$ cat config.mk
export PLATFORM = sky130hd
export DESIGN_NAME = nes_loader_top
export DESIGN_NICKNAME = d
export VERILOG_FILES = /design/src/nes_input_pkg.sv /design/src/nes_loader_pkg.sv /design/src/nes_loader_top.sv /design/src/joypad_serial.sv /design/src/rom_write_stage.sv /design/src/ines_loader.sv /design/src/nes_reset_ctrl.sv
export SDC_FILE = /design/constraint.sdc
export NUM_CORES = 1
export LEC_CHECK = 0
export ABC_CLOCK_PERIOD_IN_PS = 5100
export BUFFER_PORTS_ARGS = -buffer_cell sky130_fd_sc_hd__buf_2
export CAP_MARGIN = 10
export CORE_ASPECT_RATIO = 1.5
export CORE_MARGIN = 5
export CORE_UTILIZATION = 63
export DETAILED_ROUTE_END_ITERATION = 8
export PLACE_DENSITY = 0.94
export SKIP_LAST_GASP = 1
export SLEW_MARGIN = 5
export SYNTH_ARGS = -nofsm -noshare
export SYNTH_HDL_FRONTEND = slang
export SYNTH_SLANG_ARGS = --single-unit
$ cat constraint.sdc
create_clock -name clk -period 5.1 [get_ports clk]
set_input_delay 0.255 -clock clk [delete_from_list [all_inputs] [get_ports clk]]
set_output_delay 0.255 -clock clk [all_outputs]
set_load 0.01 [all_outputs]
$ cat src/nes_input_pkg.sv
// ~~~~~~~~~~~~~~~~~~~~~~~~~~~~~~~~~~~~~~~
// Controller input definitions
// Button widths and the console joypad bus
// ~~~~~~~~~~~~~~~~~~~~~~~~~~~~~~~~~~~~~~~
`default_nettype none

package nes_input_pkg;

	localparam int pad_bits = 8;   // Buttons per controller
	localparam int pad_ports = 2;

	// Host order, bit 0 up to 7:
	// right, left, down, up, A, B, select, start
	typedef logic [pad_bits-1:0] pad_state_t;

	// Driven by the console's controller port
	typedef struct packed {
		logic                 strobe;
		logic [pad_ports-1:0] clocks;  // One read clock per port
	} joypad_bus_t;

endpackage

`default_nettype wire

$ cat src/nes_loader_pkg.sv
// ~~~~~~~~~~~~~~~~~~~~~~~~~~~~~~~~~~~~~~~
// Cartridge loader definitions
// Memory layout, iNES header constants and
// the structs passed between loader blocks
// ~~~~~~~~~~~~~~~~~~~~~~~~~~~~~~~~~~~~~~~
`default_nettype none

package nes_loader_pkg;

	localparam int cart_addr_width = 22;
	localparam int header_len = 16;          // iNES header bytes

	localparam logic [cart_addr_width-1:0] prg_base_addr = 22'h000000;
	localparam logic [cart_addr_width-1:0] chr_base_addr = 22'h200000;

	localparam int prg_page_shift = 14;      // 16 KiB PRG pages
	localparam int chr_page_shift = 13;      // 8 KiB CHR pages

	localparam logic [7:0] ines_magic0 = 8'h4E;  // N
	localparam logic [7:0] ines_magic1 = 8'h45;  // E
	localparam logic [7:0] ines_magic2 = 8'h53;  // S
	localparam logic [7:0] ines_magic3 = 8'h1A;

	// One downloaded byte with its strobe
	typedef struct packed {
		logic [7:0] byte_data;
		logic       strobe;
	} load_byte_t;

	typedef struct packed {
		logic [cart_addr_width-1:0] addr;
		logic [7:0]                 data;
		logic                       write;
	} rom_write_t;

	// Cartridge description handed to the console core
	typedef struct packed {
		logic [14:0] reserved;
		logic        four_screen;
		logic        chr_ram;
		logic        mirroring;
		logic [2:0]  chr_size;
		logic [2:0]  prg_size;
		logic [7:0]  mapper;
	} mapper_flags_t;

endpackage

`default_nettype wire
$ cat src/nes_loader_top.sv
// ~~~~~~~~~~~~~~~~~~~~~~~~~~~~~~~~~~~~~~~
// Cartridge loader and housekeeping top
// Reset control, iNES loader, write stage
// and controller ports
// ~~~~~~~~~~~~~~~~~~~~~~~~~~~~~~~~~~~~~~~
`timescale 1ns/1ps
`default_nettype none

module nes_loader_top (
	input  logic                             clk,
	input  logic                             reset,
	input  logic                             downloading,
	input  nes_loader_pkg::load_byte_t       load,
	input  logic                             invert_mirroring,
	input  logic                             user_reset,
	input  nes_input_pkg::pad_state_t        joy_a,
	input  nes_input_pkg::pad_state_t        joy_b,
	input  logic                             joy_swap,
	input  nes_input_pkg::joypad_bus_t       joypad,
	output nes_loader_pkg::rom_write_t       mem,
	output nes_loader_pkg::mapper_flags_t    mapper_flags,
	output logic                             load_done,
	output logic                             load_error,
	output logic                             nes_reset,
	output logic                             nes_run,
	output logic [nes_input_pkg::pad_ports-1:0] joypad_data
);

	nes_loader_pkg::rom_write_t loader_wr;  // Pulses with each payload strobe

	nes_reset_ctrl reset_ctrl_i (
		.clk         (clk),
		.reset       (reset),
		.downloading (downloading),
		.load_error  (load_error),
		.user_reset  (user_reset),
		.nes_reset   (nes_reset),
		.nes_run     (nes_run)
	);

	ines_loader loader_i (
		.clk              (clk),
		.reset            (reset),
		.downloading      (downloading),
		.load             (load),
		.invert_mirroring (invert_mirroring),
		.rom_wr           (loader_wr),
		.mapper_flags     (mapper_flags),
		.done             (load_done),
		.error            (load_error)
	);

	rom_write_stage write_stage_i (
		.clk     (clk),
		.reset   (reset),
		.wr_in   (loader_wr),
		.nes_run (nes_run),
		.wr_out  (mem)
	);

	joypad_serial joypad_i (
		.clk         (clk),
		.nes_reset   (nes_reset),
		.joy_a       (joy_a),
		.joy_b       (joy_b),
		.joy_swap    (joy_swap),
		.joypad      (joypad),
		.joypad_data (joypad_data)
	);

endmodule

`default_nettype wire

$ cat src/joypad_serial.sv
// ~~~~~~~~~~~~~~~~~~~~~~~~~~~~~~~~~~~~~~~
// Controller port serializer
// Shifts button state out to the console
// ~~~~~~~~~~~~~~~~~~~~~~~~~~~~~~~~~~~~~~~
`timescale 1ns/1ps
`default_nettype none

module joypad_serial (
	input  logic                             clk,
	input  logic                             nes_reset,
	input  nes_input_pkg::pad_state_t        joy_a,
	input  nes_input_pkg::pad_state_t        joy_b,
	input  logic                             joy_swap,
	input  nes_input_pkg::joypad_bus_t       joypad,
	output logic [nes_input_pkg::pad_ports-1:0] joypad_data
);

	nes_input_pkg::pad_state_t shift_q [nes_input_pkg::pad_ports];
	nes_input_pkg::pad_state_t port_src [nes_input_pkg::pad_ports];
	logic [nes_input_pkg::pad_ports-1:0] clocks_q;

	// The console reads A, B, select, start, up, down, left, right
	function automatic nes_input_pkg::pad_state_t to_nes_order(
		input nes_input_pkg::pad_state_t h
	);
		return {h[0], h[1], h[2], h[3], h[7], h[6], h[5], h[4]};
	endfunction

	assign port_src[0] = joy_swap ? joy_b : joy_a;
	assign port_src[1] = joy_swap ? joy_a : joy_b;

	always_ff @(posedge clk) begin
		if (nes_reset) begin
			for (int i = 0; i < nes_input_pkg::pad_ports; i++)
				shift_q[i] <= '0;
			clocks_q <= '0;
		end else begin
			for (int i = 0; i < nes_input_pkg::pad_ports; i++) begin
				if (joypad.strobe)
					shift_q[i] <= to_nes_order(port_src[i]);
				else if (!joypad.clocks[i] && clocks_q[i])  // Falling read clock
					shift_q[i] <= {1'b0, shift_q[i][nes_input_pkg::pad_bits-1:1]};
			end
			clocks_q <= joypad.clocks;
		end
	end

	always_comb begin
		for (int i = 0; i < nes_input_pkg::pad_ports; i++)
			joypad_data[i] = shift_q[i][0];
	end

endmodule

`default_nettype wire

$ cat src/rom_write_stage.sv
// ~~~~~~~~~~~~~~~~~~~~~~~~~~~~~~~~~~~~~~~
// Loader write holding stage
// Releases each write in the console's
// memory slot
// ~~~~~~~~~~~~~~~~~~~~~~~~~~~~~~~~~~~~~~~
`timescale 1ns/1ps
`default_nettype none

module rom_write_stage (
	input  logic                       clk,
	input  logic                       reset,
	input  nes_loader_pkg::rom_write_t wr_in,
	input  logic                       nes_run,
	output nes_loader_pkg::rom_write_t wr_out
);

	logic                                       pending;  // Write waiting for its slot
	logic [nes_loader_pkg::cart_addr_width-1:0] held_addr;
	logic [7:0]                                 held_data;

	// A new write wins over the release of an older one
	always_ff @(posedge clk) begin
		if (reset)
			pending <= 1'b0;
		else if (wr_in.write)
			pending <= 1'b1;
		else if (nes_run)
			pending <= 1'b0;
	end

	always_ff @(posedge clk) begin
		if (wr_in.write) begin
			held_addr <= wr_in.addr;
			held_data <= wr_in.data;
		end
	end

	assign wr_out.addr = held_addr;
	assign wr_out.data = held_data;
	assign wr_out.write = pending && nes_run;  // One cycle wide

endmodule

`default_nettype wire

$ cat src/ines_loader.sv
// ~~~~~~~~~~~~~~~~~~~~~~~~~~~~~~~~~~~~~~~
// iNES image loader
// Parses the header, steps PRG and CHR
// addresses and builds the mapper flags
// ~~~~~~~~~~~~~~~~~~~~~~~~~~~~~~~~~~~~~~~
`timescale 1ns/1ps
`default_nettype none

module ines_loader (
	input  logic                          clk,
	input  logic                          reset,
	input  logic                          downloading,
	input  nes_loader_pkg::load_byte_t    load,
	input  logic                          invert_mirroring,
	output nes_loader_pkg::rom_write_t    rom_wr,
	output nes_loader_pkg::mapper_flags_t mapper_flags,
	output logic                          done,
	output logic                          error
);

	typedef enum logic [2:0] {
		st_header,
		st_prg,
		st_chr,
		st_done,
		st_bad
	} state_t;

	state_t state;
	logic [3:0] ctr;                                        // Header byte index
	logic [7:0] ines [nes_loader_pkg::header_len];
	logic [nes_loader_pkg::cart_addr_width-1:0] addr;
	logic [nes_loader_pkg::cart_addr_width-1:0] bytes_left;
	logic [nes_loader_pkg::cart_addr_width-1:0] prg_bytes;
	logic [nes_loader_pkg::cart_addr_width-1:0] chr_bytes;
	logic downloading_q;
	logic restart;
	logic header_ok;
	logic is_nes20;
	logic is_dirty;
	nes_loader_pkg::mapper_flags_t flags_next;

	// Smallest n with pages <= 2^n, saturating at 7
	function automatic logic [2:0] size_code(input logic [7:0] pages);
		logic [2:0] code;
		code = 3'd7;
		for (int n = 6; n >= 0; n--) begin
			if ({1'b0, pages} <= (9'd1 << n))
				code = 3'(n);
		end
		return code;
	endfunction

	always_ff @(posedge clk) begin
		if (reset)
			downloading_q <= 1'b0;
		else
			downloading_q <= downloading;
	end

	assign restart = downloading && !downloading_q;  // New image begins

	assign prg_bytes = ines[4] << nes_loader_pkg::prg_page_shift;
	assign chr_bytes = ines[5] << nes_loader_pkg::chr_page_shift;

	// Trainers are not supported
	assign header_ok = (ines[0] == nes_loader_pkg::ines_magic0) &&
		(ines[1] == nes_loader_pkg::ines_magic1) &&
		(ines[2] == nes_loader_pkg::ines_magic2) &&
		(ines[3] == nes_loader_pkg::ines_magic3) && !ines[6][2];

	always_ff @(posedge clk) begin
		if (state == st_header && load.strobe)
			ines[ctr] <= load.byte_data;
	end

	always_ff @(posedge clk) begin
		if (reset || restart) begin
			state <= st_header;
			ctr <= 4'd0;
			addr <= nes_loader_pkg::prg_base_addr;
			bytes_left <= '0;
			done <= 1'b0;
			error <= 1'b0;
		end else begin
			case (state)
				st_header: if (load.strobe) begin
					ctr <= ctr + 4'd1;
					if (ctr == 4'(nes_loader_pkg::header_len - 1)) begin
						if (header_ok) begin
							state <= st_prg;
							addr <= nes_loader_pkg::prg_base_addr;
							bytes_left <= prg_bytes;
						end else begin
							state <= st_bad;      // Rejected as the last header byte lands
							done <= 1'b1;
							error <= 1'b1;
						end
					end
				end
				st_prg: if (bytes_left == '0) begin
					state <= st_chr;
					addr <= nes_loader_pkg::chr_base_addr;
					bytes_left <= chr_bytes;
				end else if (load.strobe) begin
					addr <= addr + 1'b1;
					bytes_left <= bytes_left - 1'b1;
				end
				st_chr: if (bytes_left == '0) begin
					state <= st_done;
					done <= 1'b1;
				end else if (load.strobe) begin
					addr <= addr + 1'b1;
					bytes_left <= bytes_left - 1'b1;
				end
				st_done, st_bad: ;                // Wait for the next download
				default: state <= st_header;
			endcase
		end
	end

	assign rom_wr.addr = addr;
	assign rom_wr.data = load.byte_data;
	assign rom_wr.write = load.strobe && (bytes_left != '0) &&
		(state == st_prg || state == st_chr);

	// NES 2.0 headers may use bytes 8 to 15; older dumps often carry junk there
	assign is_nes20 = (ines[7][3:2] == 2'b10);

	always_comb begin
		is_dirty = 1'b0;
		for (int i = 8; i < nes_loader_pkg::header_len; i++) begin
			if (ines[i] != 8'd0)
				is_dirty = !is_nes20;
		end
	end

	always_comb begin
		flags_next = '0;
		flags_next.four_screen = ines[6][3];
		flags_next.chr_ram = (ines[5] == 8'd0);
		flags_next.mirroring = ines[6][0] ^ invert_mirroring;
		flags_next.chr_size = size_code(ines[5]);
		flags_next.prg_size = size_code(ines[4]);
		flags_next.mapper = {is_dirty ? 4'h0 : ines[7][7:4], ines[6][7:4]};
	end

	always_ff @(posedge clk) begin
		if (reset)
			mapper_flags <= '0;
		else if (done)
			mapper_flags <= flags_next;
	end

endmodule

`default_nettype wire

$ cat src/nes_reset_ctrl.sv
// ~~~~~~~~~~~~~~~~~~~~~~~~~~~~~~~~~~~~~~~
// Console reset and run-enable control
// Holds the core in reset around downloads
// and runs it one cycle in four
// ~~~~~~~~~~~~~~~~~~~~~~~~~~~~~~~~~~~~~~~
`timescale 1ns/1ps
`default_nettype none

module nes_reset_ctrl (
	input  logic clk,
	input  logic reset,
	input  logic downloading,
	input  logic load_error,
	input  logic user_reset,
	output logic nes_reset,
	output logic nes_run
);

	logic       init_reset;         // No image loaded yet
	logic [7:0] download_cnt;
	logic [1:0] ce_cnt;

	// Nothing to run until the first image arrives
	always_ff @(posedge clk) begin
		if (reset)
			init_reset <= 1'b1;
		else if (downloading)
			init_reset <= 1'b0;
	end

	// Keeps the core in reset for a while after the download ends
	always_ff @(posedge clk) begin
		if (reset)
			download_cnt <= 8'd0;
		else if (downloading)
			download_cnt <= 8'd255;
		else if (download_cnt != 8'd0)
			download_cnt <= download_cnt - 8'd1;
	end

	// Free running, so the core still sees clock enables in reset
	always_ff @(posedge clk) begin
		if (reset)
			ce_cnt <= 2'd0;
		else
			ce_cnt <= ce_cnt + 2'd1;
	end

	assign nes_run = (ce_cnt == 2'd3);
	assign nes_reset = reset || init_reset || (download_cnt != 8'd0) ||
		user_reset || load_error;

endmodule

`default_nettype wire

==> flow_metrics.tcl <==
set metrics [dict create \
    netSwitchingFraction 0.2006 \
    synth_mux_area_frac 0.02421 \
    synth-compound-area-share 0.1139 \
    outcome "completed" \
    post-route-util 0.7211 \
    fmax_ghz 0.3129 \
    synth_top_area_cell "edfxtp_1" \
    cts_resized 0 \
    root_buffer "clkbuf_16" \
    antenna_left 0 \
    synth_seq_area_share 0.6540 \
    clock_skew_ns 0.01424 \
    synthMostInstantiatedCell "edfxtp_1" \
    portBuffers 87 \
    syn2layout_area_growth_pct 12.34 \
    ys_top_cells_by_count "edfxtp_1, dfxtp_1, nor2_1, a21oi_1, nand2_1" \
    layout.nets 999 \
    synth_xor_xnor_area_share 0.008391 \
    rows 57 \
    synthTopCellsByArea "edfxtp_1, dfxtp_1, nor2_1, a21oi_1, o21ai_0" \
    grt_pass1_vias 7325 \
    clock_sinks 256 \
    combPwrFrac 0.030 \
    synth_top_family_by_area "simple AND/OR/NAND/NOR gates" \
    cts_tree "done" \
    max_cap_viol_count 0 \
    grt_pass1_wl_um 36800 \
    hold_viol 0 \
    critPathArrivalTime_ns 3.63 \
    vias 7453 \
    path_clk_slew_ns 0.07 \
    critPathKind "reg -> reg" \
    worst_pin_slew_ns 1.156 \
    dr.pass1.iters 5 \
    io_pins 103 \
    synth.avg_cell_area_um2 11.91 \
    grt_max_degree 40 \
    rsz0062_at_grt "no" \
    slew_headroom 0.2292 \
    route.detailed.drc 0 \
    syn_area_mm2 0.01044 \
    ys_seq_elements 256 \
    hpwlAfterDp_um 14990 \
    yosysWarnings 0 \
    p_int_w 0.003231 \
    layout_min_cycle_time_ns 3.195 \
    async_flop_share 0 \
    drt_iter0_markers 611 \
    start_util 0.6419 \
    synth_cell_types 70 \
    routed_wl_um 22880 \
    synth-main-ff-cell "edfxtp_1" \
    layout-drive-gt1-share 0.1504 \
    crit_path_max_fanout 31 \
    wl_per_cell_um 19.44 \
    setup_tns_ns 0 \
    coreArea_mm2 0.01626 \
    clk_latency_ns 0.51 \
    p_leak_nw 4.095 \
    yosys.area_share.simple 0.1545 \
    peakVddDrop_mv 0.2933 \
    synth_fa_ha_area_frac 0.01199 \
    fin_crit_sh 0.6266 \
    pwr-share-seq 0.552 \
    synth_edf_count 170 \
    globalRouteOverflowTotal 0 \
    start_kind "flop" \
    htreeDepth 1 \
    cts_buffer_depth 3 \
    setup_viol 0 \
    avgViaCountPerCell 6.332 \
    final_max_slew_viol_count 0 \
    power_density_mw_per_mm2 344.7 \
    die_h_um 167.6 \
    p_sw_w 0.0008108 \
    die_w_um 115.1 \
    cts_hold_buffers 1 \
    antenna_found_initial 0 \
    die_area_mm2 0.01930 \
    endpoint_kind "flop" \
    antenna_cells 0 \
    grt_usage 0.2356 \
    yosys.area.top_type_share 0.4891 \
    hp-class "in -> reg" \
    netlist_instances 876 \
    pwr-share-clk 0.418 \
    cts_buffers 23 \
    place.gp.congestion 0.9084 \
    worst_ep_required_time_ns 5.53 \
    cts_setup_buffers 0 \
]
## path summary, 6_finish.rpt
path / startpoint / end / slack, ns / cells after the start
max: loader_i.bytes_left[8] / loader_i.bytes_left[9] / 1.90 / 6
min: joypad[0] / joypad_i.clocks_q[0] / 0.02 / 2
max reg2reg: loader_i.bytes_left[8] / loader_i.bytes_left[9] / 1.90 / 6
min reg2reg: reset_ctrl_i.ce_cnt[0] / reset_ctrl_i.ce_cnt[0] / 0.43 / 1
## registers in the layout, indices dropped and copies added (netlist names)
| register | flops |
|---|---|
| joypad_i.shift_q | 16 |
| loader_i.state | 3 |
| reset_ctrl_i.download_cnt | 8 |
| loader_i.addr | 22 |
| reset_ctrl_i.init_reset | 1 |
| reset_ctrl_i.ce_cnt | 2 |
| loader_i.ctr | 4 |
| loader_i.ines | 125 |
| write_stage_i.held_data | 8 |
| loader_i.error | 1 |
| write_stage_i.held_addr | 22 |
| loader_i.bytes_left | 22 |
| joypad_i.clocks_q | 2 |
| loader_i.mapper_flags | 17 |
| loader_i.done | 1 |
| write_stage_i.pending | 1 |
| loader_i.downloading_q | 1 |
## per-stage QoR
| step | setup WS [ns] | power (W) | std cells | hold WS, ns | area (um2) |
|---|---|---|---|---|---|
| after floorplan | 2.291 | 0.002349 | 890 | 0.3539 | 10490 |
| after global placement | 2.171 | 0.002389 | 1134 | 0.3992 | 10970 |
| after detailed placement | 2.069 | 0.002395 | 1134 | 0.4180 | 10970 |
| after CTS | 2.001 | 0.004061 | 1176 | 0.004846 | 11720 |
| after global routing | 1.640 | 0.004153 | 1177 | 0.009693 | 11730 |
| final | 1.905 | 0.004042 | 1177 | 0.01836 | 11730 |
## power groups by stage
stage	registers [W]	logic [W]	clock network, W
floorplan	0.00227	0.0000749	0
global placement	0.00228	0.000114	0
detailed placement	0.00228	0.000118	0
CTS	0.00223	0.000120	0.00171
global route	0.00223	0.000133	0.00179
finish	0.00223	0.000121	0.00169
## placed cells by master (no fill, tap or decap), drive strengths merged, types with 6 or more instances in the layout
cell type and n:
xnor2 7, nand4 15, nor4 31, inv 13, or3 6, buf 96
dfxtp 86, nor3 33, and3 8, clkbuf 23, nand4b 6, mux2i 23
nand2b 11, a311oi 8, and2 6, nor2b 10, conb 15, a21o 6
edfxtp 170, nand3 13, nor2 83, a31oi 21, nand2 59, ha 10
a21oi 61, o21ai 61, or4 7, clkinv 13
## worst max-delay path: stages, from the launching register on
cell	delay [ns]
dfxtp_1	0.37
nor4_2	0.49
nand2_1	0.37
a21boi_0	0.38
a311o_1	1.00
o21ai_0	0.28
a21oi_1	0.23
## per-layer routing
| layer | part of all wire | global-route usage | wire (um) |
|---|---|---|---|
| met4 | 0.036 | 0.09040 | 829 |
| met3 | 0.073 | 0.02635 | 1673 |
| met2 | 0.54 | 0.4357 | 12410 |
| met1 | 0.35 | 0.2746 | 7976 |
| met5 | 0 | 0 | 0 |
## layout make-up
type	instances	area, um2
Sequential cell	256	6827
Fill cell	1047	4536
Multi-Input combinational cell	563	3341
Clock buffer	23	575.6
Timing Repair Buffer	97	510.5
Tap cell	206	257.7
Clock inverter	18	161.4
Inverter	14	52.55
## cell families (layout without fill, tap and decap cells)
kind of cell,after synthesis,in the layout
AOI/OAI and AO/OA,197,197
xor gates and xnor gates,10,10
adders and majority gates,10,10
buffers and inverters,71,152
DFF,256,256
muxes,25,25
other,1,15
and+or+nand+nor,306,306
No activity file was read; power rests on OpenSTA's default activity.
